File: src/fp_mul_pkg.sv
`default_nettype none

package fp_mul_pkg;

    // full 24x24 mantissa product
    localparam int prod_w    = 48;
    // 26 fraction bits plus sticky
    localparam int norm_w    = 27;
    // signed, wide enough for both range ends
    localparam int exp_sum_w = 10;

    localparam logic [exp_sum_w-1:0] exp_bias  = 10'd127;
    localparam logic [31:0]          canon_nan = 32'h7fc0_0000;

    typedef struct packed {
        logic        sign;
        logic [7:0]  exp;
        logic [22:0] frac;
    } fp32_fields_t;

    // raw word on the ports, field view for decode and pack
    typedef union packed {
        logic [31:0]  bits;
        fp32_fields_t f;
    } fp32_t;

    typedef enum logic [2:0] {
        rnd_ne = 3'd0,
        rnd_tz = 3'd1,
        rnd_dn = 3'd2,
        rnd_up = 3'd3,
        rnd_mm = 3'd4
    } round_mode_e;

endpackage

`default_nettype wire

File: src/fp_mul_booth.sv
`timescale 1ns/10ps
`default_nettype none

module fp_mul_booth import fp_mul_pkg::*; (
    input  logic                        clk,
    input  logic                        reset,
    input  logic                        in_valid,
    input  fp32_t                       fp_x,
    input  fp32_t                       fp_y,
    input  round_mode_e                 r_mode,
    output logic                        s1_valid,
    output logic [prod_w-1:0]           frc_z_full,
    output logic                        sign_z,
    output logic signed [exp_sum_w-1:0] exp_sum,
    output logic                        zero_in,
    output logic                        inf_in,
    output logic                        nan_in,
    output round_mode_e                 s1_mode
);

    localparam int booth_groups = 12;

    logic [23:0]          mant_x;
    logic [23:0]          mant_y;
    logic [24:0]          mult_ext;
    logic [prod_w-1:0]    prod_d;
    logic [exp_sum_w-1:0] exp_sum_d;
    logic                 x_zero, x_inf, x_nan;
    logic                 y_zero, y_inf, y_nan;

    always_comb begin
        x_zero = (fp_x.f.exp == 8'h00);
        x_inf  = (fp_x.f.exp == 8'hff) && (fp_x.f.frac == '0);
        x_nan  = (fp_x.f.exp == 8'hff) && (fp_x.f.frac != '0);
        y_zero = (fp_y.f.exp == 8'h00);
        y_inf  = (fp_y.f.exp == 8'hff) && (fp_y.f.frac == '0);
        y_nan  = (fp_y.f.exp == 8'hff) && (fp_y.f.frac != '0);
    end

    assign mant_x   = {1'b1, fp_x.f.frac};
    assign mant_y   = {1'b1, fp_y.f.frac};
    assign mult_ext = {mant_y, 1'b0};

    // radix-4 booth over twelve overlapping triplets of the multiplier
    always_comb begin
        logic [prod_w-1:0] pp;
        prod_d = '0;
        for (int i = 0; i < booth_groups; i++) begin
            case (mult_ext[2*i +: 3])
                3'b001, 3'b010: pp = {24'b0, mant_x};
                3'b011:         pp = {23'b0, mant_x, 1'b0};
                3'b100:         pp = -{23'b0, mant_x, 1'b0};
                3'b101, 3'b110: pp = -{24'b0, mant_x};
                default:        pp = '0;
            endcase
            prod_d = prod_d + (pp << (2 * i));
        end
        // top triplet takes the hidden 1 as a sign and loses x << 24
        prod_d = prod_d + {mant_x, 24'b0};
    end

    assign exp_sum_d = {2'b00, fp_x.f.exp} + {2'b00, fp_y.f.exp} - exp_bias;

    always_ff @(posedge clk) begin
        if (reset) begin
            s1_valid <= 1'b0;
        end else begin
            s1_valid <= in_valid;
        end
    end

    always_ff @(posedge clk) begin
        frc_z_full <= prod_d;
        sign_z     <= fp_x.f.sign ^ fp_y.f.sign;
        exp_sum    <= exp_sum_d;
        zero_in    <= x_zero | y_zero;
        inf_in     <= x_inf | y_inf;
        // zero times infinity is invalid too
        nan_in     <= x_nan | y_nan | (x_zero & y_inf) | (y_zero & x_inf);
        s1_mode    <= r_mode;
    end

endmodule

`default_nettype wire

File: src/fp_mul_norm.sv
`timescale 1ns/10ps
`default_nettype none

module fp_mul_norm import fp_mul_pkg::*; (
    input  logic                        clk,
    input  logic                        reset,
    input  logic                        s1_valid,
    input  logic [prod_w-1:0]           frc_z_full,
    input  logic                        sign_z,
    input  logic signed [exp_sum_w-1:0] exp_sum,
    input  logic                        zero_in,
    input  logic                        inf_in,
    input  logic                        nan_in,
    input  round_mode_e                 s1_mode,
    output logic                        s2_valid,
    output logic [norm_w-1:0]           frc_z_norm,
    output logic                        norm_n,
    output logic                        s2_sign,
    output logic signed [exp_sum_w-1:0] s2_exp,
    output logic                        s2_zero,
    output logic                        s2_inf,
    output logic                        s2_nan,
    output round_mode_e                 s2_mode
);

    logic                 shift_d;
    logic [norm_w-1:0]    frac_d;

    // product is in [1,4), at most one bit of shift
    assign shift_d = frc_z_full[prod_w-1];
    assign frac_d  = shift_d ? {frc_z_full[47:22], |frc_z_full[21:0]}
                             : {frc_z_full[46:21], |frc_z_full[20:0]};

    always_ff @(posedge clk) begin
        if (reset) begin
            s2_valid <= 1'b0;
        end else begin
            s2_valid <= s1_valid;
        end
    end

    always_ff @(posedge clk) begin
        frc_z_norm <= frac_d;
        norm_n     <= shift_d;
        s2_exp     <= exp_sum + $signed({9'b0, shift_d});
        s2_sign    <= sign_z;
        s2_zero    <= zero_in;
        s2_inf     <= inf_in;
        s2_nan     <= nan_in;
        s2_mode    <= s1_mode;
    end

endmodule

`default_nettype wire

File: src/fp_mul_round.sv
`timescale 1ns/10ps
`default_nettype none

module fp_mul_round import fp_mul_pkg::*; (
    input  logic                        clk,
    input  logic                        reset,
    input  logic                        s2_valid,
    input  logic [norm_w-1:0]           frc_z_norm,
    input  logic                        s2_sign,
    input  logic signed [exp_sum_w-1:0] s2_exp,
    input  logic                        s2_zero,
    input  logic                        s2_inf,
    input  logic                        s2_nan,
    input  round_mode_e                 s2_mode,
    output logic                        out_valid,
    output fp32_t                       fp_z,
    output logic                        norm_r,
    output logic                        ovrf,
    output logic                        udrf,
    output logic                        zer,
    output logic                        inf,
    output logic                        nan
);

    logic [22:0]                 mant;
    logic                        guard;
    logic                        sticky;
    logic                        inc;
    logic [23:0]                 mant_sum;
    logic                        carry;
    logic signed [exp_sum_w-1:0] exp_r;
    fp32_t                       z_d;
    logic                        ovrf_d, udrf_d, zer_d, inf_d, nan_d;

    assign mant   = frc_z_norm[25:3];
    assign guard  = frc_z_norm[2];
    assign sticky = |frc_z_norm[1:0];

    always_comb begin
        case (s2_mode)
            rnd_ne:  inc = guard & (sticky | mant[0]);
            rnd_dn:  inc = s2_sign & (guard | sticky);
            rnd_up:  inc = ~s2_sign & (guard | sticky);
            rnd_mm:  inc = guard;
            // rnd_tz and unknown codes truncate
            default: inc = 1'b0;
        endcase
    end

    assign mant_sum = {1'b0, mant} + {23'b0, inc};
    assign carry    = mant_sum[23];
    assign exp_r    = s2_exp + $signed({9'b0, carry});

    always_comb begin
        z_d.f.sign = s2_sign;
        z_d.f.exp  = exp_r[7:0];
        // a rounding carry leaves all zeros here
        z_d.f.frac = mant_sum[22:0];
        ovrf_d = 1'b0;
        udrf_d = 1'b0;
        zer_d  = 1'b0;
        inf_d  = 1'b0;
        nan_d  = 1'b0;
        if (s2_nan) begin
            z_d.bits = canon_nan;
            nan_d    = 1'b1;
        end else if (s2_inf) begin
            z_d.bits = {s2_sign, 8'hff, 23'b0};
            inf_d    = 1'b1;
        end else if (s2_zero) begin
            z_d.bits = {s2_sign, 31'b0};
            zer_d    = 1'b1;
        end else if (exp_r >= 10'sd255) begin
            // overflow saturates to infinity in every mode
            z_d.bits = {s2_sign, 8'hff, 23'b0};
            ovrf_d   = 1'b1;
            inf_d    = 1'b1;
        end else if (exp_r <= 10'sd0) begin
            z_d.bits = {s2_sign, 31'b0};
            udrf_d   = 1'b1;
            zer_d    = 1'b1;
        end
    end

    always_ff @(posedge clk) begin
        if (reset) begin
            out_valid <= 1'b0;
            ovrf      <= 1'b0;
            udrf      <= 1'b0;
            zer       <= 1'b0;
            inf       <= 1'b0;
            nan       <= 1'b0;
            norm_r    <= 1'b0;
        end else begin
            out_valid <= s2_valid;
            ovrf      <= ovrf_d;
            udrf      <= udrf_d;
            zer       <= zer_d;
            inf       <= inf_d;
            nan       <= nan_d;
            norm_r    <= carry;
        end
    end

    always_ff @(posedge clk) begin
        fp_z <= z_d;
    end

endmodule

`default_nettype wire

File: src/fp_mul.sv
`timescale 1ns/10ps
`default_nettype none

module fp_mul import fp_mul_pkg::*; (
    input  logic        clk,
    input  logic        reset,
    input  logic        in_valid,
    input  fp32_t       fp_x,
    input  fp32_t       fp_y,
    input  round_mode_e r_mode,
    output logic        out_valid,
    output fp32_t       fp_z,
    output logic        ovrf,
    output logic        udrf,
    output logic        zer,
    output logic        inf,
    output logic        nan
);

    // stage 1 to stage 2
    logic                        s1_valid;
    logic [prod_w-1:0]           frc_z_full;
    logic                        sign_z;
    logic signed [exp_sum_w-1:0] exp_sum;
    logic                        zero_in, inf_in, nan_in;
    round_mode_e                 s1_mode;

    // stage 2 to stage 3
    logic                        s2_valid;
    logic [norm_w-1:0]           frc_z_norm;
    logic                        norm_n;
    logic                        s2_sign;
    logic signed [exp_sum_w-1:0] s2_exp;
    logic                        s2_zero, s2_inf, s2_nan;
    round_mode_e                 s2_mode;

    // rounding carry, watched from outside
    logic                        norm_r;

    fp_mul_booth i_booth (
        .clk        (clk),
        .reset      (reset),
        .in_valid   (in_valid),
        .fp_x       (fp_x),
        .fp_y       (fp_y),
        .r_mode     (r_mode),
        .s1_valid   (s1_valid),
        .frc_z_full (frc_z_full),
        .sign_z     (sign_z),
        .exp_sum    (exp_sum),
        .zero_in    (zero_in),
        .inf_in     (inf_in),
        .nan_in     (nan_in),
        .s1_mode    (s1_mode)
    );

    fp_mul_norm i_norm (
        .clk        (clk),
        .reset      (reset),
        .s1_valid   (s1_valid),
        .frc_z_full (frc_z_full),
        .sign_z     (sign_z),
        .exp_sum    (exp_sum),
        .zero_in    (zero_in),
        .inf_in     (inf_in),
        .nan_in     (nan_in),
        .s1_mode    (s1_mode),
        .s2_valid   (s2_valid),
        .frc_z_norm (frc_z_norm),
        .norm_n     (norm_n),
        .s2_sign    (s2_sign),
        .s2_exp     (s2_exp),
        .s2_zero    (s2_zero),
        .s2_inf     (s2_inf),
        .s2_nan     (s2_nan),
        .s2_mode    (s2_mode)
    );

    fp_mul_round i_round (
        .clk        (clk),
        .reset      (reset),
        .s2_valid   (s2_valid),
        .frc_z_norm (frc_z_norm),
        .s2_sign    (s2_sign),
        .s2_exp     (s2_exp),
        .s2_zero    (s2_zero),
        .s2_inf     (s2_inf),
        .s2_nan     (s2_nan),
        .s2_mode    (s2_mode),
        .out_valid  (out_valid),
        .fp_z       (fp_z),
        .norm_r     (norm_r),
        .ovrf       (ovrf),
        .udrf       (udrf),
        .zer        (zer),
        .inf        (inf),
        .nan        (nan)
    );

endmodule

`default_nettype wire

File: config.mk
export PLATFORM = sky130hd
export DESIGN_NAME = fp_mul
export DESIGN_NICKNAME = d
export VERILOG_FILES = /design/src/fp_mul_pkg.sv /design/src/fp_mul_booth.sv /design/src/fp_mul_norm.sv /design/src/fp_mul_round.sv /design/src/fp_mul.sv
export SDC_FILE = /design/constraint.sdc
export NUM_CORES = 1
export LEC_CHECK = 0
export BUFFER_PORTS_ARGS = -buffer_cell sky130_fd_sc_hd__buf_2
export CAP_MARGIN = 20
export CELL_PAD_IN_SITES_DETAIL_PLACEMENT = 0
export CELL_PAD_IN_SITES_GLOBAL_PLACEMENT = 2
export CORE_ASPECT_RATIO = 1.4
export CORE_MARGIN = 5
export CORE_UTILIZATION = 40
export DETAILED_ROUTE_END_ITERATION = 6
export PLACE_DENSITY = 0.95
export RECOVER_POWER = 50
export SLEW_MARGIN = 20
export SYNTH_ARGS = -nofsm -noshare
export SYNTH_HDL_FRONTEND = slang
export SYNTH_HIERARCHICAL = 1
export SYNTH_SLANG_ARGS = --single-unit
File: constraint.sdc
create_clock -name clk -period 14.79 [get_ports clk]
set_input_delay 0.7395 -clock clk [delete_from_list [all_inputs] [get_ports clk]]
set_output_delay 0.7395 -clock clk [all_outputs]
set_load 0.1 [all_outputs]
== Word level (Yosys, flattened, before mapping) ==
Cells that the tools add are included.

* Flip-flop bits (word level): 148
* Bits in latches: 0
* Memory bits (writable): 0
* ROM bits: 0
* Bits of input ports: 70
* Output and inout bits: 38
* Logic and storage cells: 196
* Memories: 0

* $add $sub $neg: 19
* Multiply operators: 0
* Div/mod/pow operators: 0
* Order comparisons: 2
* Eq/ne operators: 70
* Shift operators: 0
* Multiplexer cells: 25
* Bitwise operators: 14
* Reductions and logical operators: 41

{| class="wikitable"
|+ Operator list
! kind !! number
|-
| adder 48 bit || 12
|-
| case mux 46 bit (4 select lines) || 1
|-
| case mux 44 bit (4 select lines) || 1
|-
| case mux 42 bit (4 select lines) || 1
|-
| case mux 40 bit (4 select lines) || 1
|-
| case mux 38 bit (4 select lines) || 1
|-
| case mux 36 bit (4 select lines) || 1
|-
| case mux 48 bit (3 select lines) || 1
|-
| case mux 34 bit (4 select lines) || 1
|-
| case mux 32 bit (4 select lines) || 1
|-
| case mux 30 bit (4 select lines) || 1
|-
| case mux 28 bit (4 select lines) || 1
|-
| equality test 3 bit (second input constant) || 31
|-
| 2-to-1 mux 31 bit || 3
|-
| equality test 3 x 2 -> 1 bit (second input constant) || 22
|-
| case mux 26 bit (2 select lines) || 1
|-
| negation 24 -> 48 bit || 1
|-
| negation 25 -> 48 bit || 1
|-
| OR reduction 2 bit || 24
|-
| logical NOT 23 bit || 2
|-
| nonzero test 23 bit || 2
|-
| equality test 3 x 1 -> 1 bit (second input constant) || 10
|-
| 2-to-1 mux 26 bit || 1
|-
| adder 23 x 1 -> 24 bit || 1
|-
| 24 further kinds || 49
|}

== Longest topological paths before layout ==
* Depth in word-level cells: 15
* Mapped depth: 35
* Mapped depth without buffers: 31

== Modules after synthesis ==
Netlist, hierarchy kept.

{| class="wikitable"
|+ By module, submodules not included
! module !! times used !! cells an instance !! area each (um^2) !! seq. area each (um^2)
|-
| fp_mul_booth || 1 || 2929 || 22594.2 || 1321.3
|-
| fp_mul_round || 1 || 212 || 2065.7 || 780.7
|-
| fp_mul_norm || 1 || 105 || 1448.9 || 920.9
|}

== Worst setup path after synthesis ==
No wires, ideal clock.

* Kind: input to register
* Start: input port fp_x[0] (netlist name)
* End: register i_booth.frc_z_full[47]
* Setup time: 0.121 ns
* Arrival time: 8.214 ns
* Required time: 14.669 ns
* Path slack: 6.455 ns
* Stages: 32
* Buffers on the path: 4
* Cells stage by stage: inv_1 > clkbuf_1 > ha_1 > or3b_1 > or4b_1 > buf_2 > nand2b_4 > nor2b_1 > nand2_1 > xor2_1 > buf_2 > a221oi_1 > a21o_1 > fa_1 > inv_1 > fa_1 > inv_1 > fa_1 > inv_1 > fa_1 > fa_1 > ha_1 > clkbuf_1 > nand3_1 > nor3_1 > nand4_1 > a311oi_1 > nor2_1 > o31ai_1 > a221o_1 > a21oi_1 > xnor2_1

* Word-level cells in the longest chain between the ends: 14
* Elaborated cells on any way between the ends: 26
* Those cells by class: add/sub: 14; mux: 12

{| class="wikitable"
|+ RTL lines
! element !! line !! text
|-
| start: declaration || fp_mul.sv:8 || <nowiki>input fp32_t fp_x,</nowiki>
|-
| negation 25 -> 48 bit / negation 24 -> 48 bit (equally long branches) || fp_mul_booth.sv:52, fp_mul_booth.sv:53 ||
|-
| case mux 46 bit (4 select lines) / case mux 48 bit (3 select lines) (equally long branches) || fp_mul_booth.sv:49 || <nowiki>case (mult_ext[2*i +: 3])</nowiki>
|-
| adder 48 bit (11 in a row) || fp_mul_booth.sv:56 || <nowiki>prod_d = prod_d + (pp << (2 * i));</nowiki>
|-
| adder 48 bit (*) || fp_mul_booth.sv:59 || <nowiki>prod_d = prod_d + {mant_x, 24'b0};</nowiki>
|-
| via i_booth.prod_d[47] || fp_mul_booth.sv:26 || <nowiki>logic [prod_w-1:0] prod_d;</nowiki>
|-
| end signal: assignment || fp_mul_booth.sv:73 || <nowiki>frc_z_full <= prod_d;</nowiki>
|-
| end: declaration || fp_mul_booth.sv:12 || <nowiki>output logic [prod_w-1:0] frc_z_full,</nowiki>
|}

The timed path passes the listed nets; every way through them passes the cells marked *.
A chain may end at the register's enable or synchronous reset.

== Final worst setup path ==
Same ends and word-level chain as after synthesis.

==> summary.txt <==
Placement
  • Placed insts: 4004
  • Post-Place Worst Slack: 3.92 ns
  • Detail Placement HPWL: 89700 µm
  • Post-DP Area: 27400 µm²
  • Final Wtd Congestion: 1.06
  • # port buffers: 107

Yosys
  • Synthesized Nets: 3755
  • Warnings, synthesis: 6
  • Post-synth design cell area: 26000 µm²
  • Post-synthesis cell count: 3241
  • Mapped Avg Cell Area: between 8 and 9 µm²

Setup path
  • Worst setup startpoint: fp_x[0]
  • Worst Setup Start Kind: input pin
  • WP data arrival: 11.01 ns
  • Most common cell on crit path: fa_1
  • Slowest cell delay on critical path: approximately 0.86 ns
  • Critical path class: input pin to register
  • RR Endpoint: i_round/fp_z[16]
  • Req. time, crit path: between 15 and 20 ns
  • Critical Path Fanout Max: 16
  • RR Startpoint: i_norm/s2_mode[0]
  • R2R cell count: 17
  • FF-to-FF setup slack: about 10 ns
  • Setup crit end kind: register
  • Critical path's slowest cell: or4b_1

Outcome
  • Failing checks: max-capacitance violations, max-slew violations
  • Status: finished with violations

Hold path
  • Hold path startpoint: i_booth/s1_mode[2]
  • Min-delay worst type: register to register
  • Hold Path End: i_norm/s2_mode[2]
  • Hold path depth: 0

Clocking
  • Clock slew at reported path FFs: 0.07 ns
  • Post-CTS resize count: 0
  • Root buf cell: clkbuf_16
  • Hold-fix buffers, CTS: 0
  • Post-CTS Setup Repair Bufs: 0
  • Max Root-Sink Buffers: 2
  • CTS sink cnt: 148
  • CTS H-Tree Depth: 4
  • CTS tree: built
  • Later-pin clock latency in the skew report: about 0.43 ns
  • CTS buffer count: 17

Layout
  • Non-Filler Instances: 4036
  • Area grow syn2layout: 7.14%
  • Nets: 3697
  • Antenna cell count: 0
  • Commonest non-fill, non-tap cells in the layout: inv_1 (332), fa_1 (332), o21ai_0 (328)
  • Layout cell share with drive strength beyond 1: 10.1%
  • Post-route cell area: 27900 µm²

Timing
  • Final hold vios: 0
  • Setup ws final: 4.09 ns
  • Final setup viols: 0
  • Worst-Margin Slew: ~1.8 ns
  • Peak Freq: approximately 93 MHz
  • Slew margin rel.: -21.5%
  • Fin Setup TNS: 0 ns
  • Period minus WS final: 10.70 ns
  • Final period utilization: just over 70%
  • RSZ-0062 raised after global routing: false
  • Slew Limit Fails: 61
  • Clock Skews: 0.0117 ns

Drt
  • Routed wire length: 117000 µm
  • Routed Antenna Nets: 0
  • Via density: 6.33
  • Routed len/inst: a little under 30 µm
  • Total number of vias: 25.5k
  • Drt pass-1 iters: 7
  • DRC: 0
  • Detailed Route Iter0 Violations: about 3.0k

Global routing
  • Gr ovfl total: 0
  • First-pass GRT wire length: 169000 µm
  • Vias in the first global route: 25.2k
  • Largest net degree at the start of global routing: 65
  • Total GRT Usage: 32.1%
  • Initial antenna violation count: 0

Flow run
  • Max-cap violation count: 2

Floorplan
  • Core ar.: 64400 µm²
  • Initial Utilization: around two fifths
  • I/O pin cnt: between 100 and 150
  • Area of the die: 70400 µm²
  • Rows: 110
  • Die outline width: 226 µm
  • Die Ht: 312 µm
[stage by stage]
step / hold slack [ns] / utilization [%]
after global placement: 0.310 / 42.5
final: 0.325 / 43.3
after detailed placement: 0.315 / 42.5
after floorplan: 0.310 / -
after CTS: 0.325 / 43.4
after global routing: 0.335 / 43.3
[state kept, by name (all words and copies together) (netlist names), 3 cells and up]
name	cells
i_booth/exp_sum	10
i_booth/frc_z_full	48
i_booth/s1_mode	3
i_norm/frc_z_norm	26
i_norm/s2_exp	10
i_norm/s2_mode	3
i_round/fp_z	32
[worst max-delay path: cells and delay by family]
kind / cells / cell delay, ns
buf+inv: 6 / 1.15
simple gates: 9 / 3.65
fa+ha+maj: 7 / 3.11
xor+xnor: 2 / 0.85
compound gates: 6 / 1.47
[area by class of cell]
cell class	instances	area (µm²)
inverter	337	1260
tap	840	1050
clock inverter	15	178
fill	6626	36500
timing repair buffer	215	1290
clock buffer	17	425
sequential	148	2960
multi-input combinational	2464	20700
[worst max-delay path by stage]
| stage | end | cells past startpoint |
|---|---|---|
| final | i_booth/frc_z_full[47] | 30 |
| after global placement | i_booth/frc_z_full[47] | 30 |
| after detailed placement | i_booth/frc_z_full[47] | 30 |
| after CTS | i_booth/frc_z_full[47] | 30 |
| after global routing | i_booth/frc_z_full[47] | 30 |
| after floorplan | i_booth/frc_z_full[47] | 32 |
[per-layer routing]
metal	share of wire, %	GRT usage, %	wire [µm]	vias up
met3	10	6.44	12000	461
met1	36	39.5	42400	12344
li1	-	-	-	11023
met5	0	0	0	-
met2	45	50.5	52300	1702
met4	8.7	22.1	10200	0
Power is not shown: default switching activity piles up to over one toggle a cycle in this logic, so the estimate is an artifact.
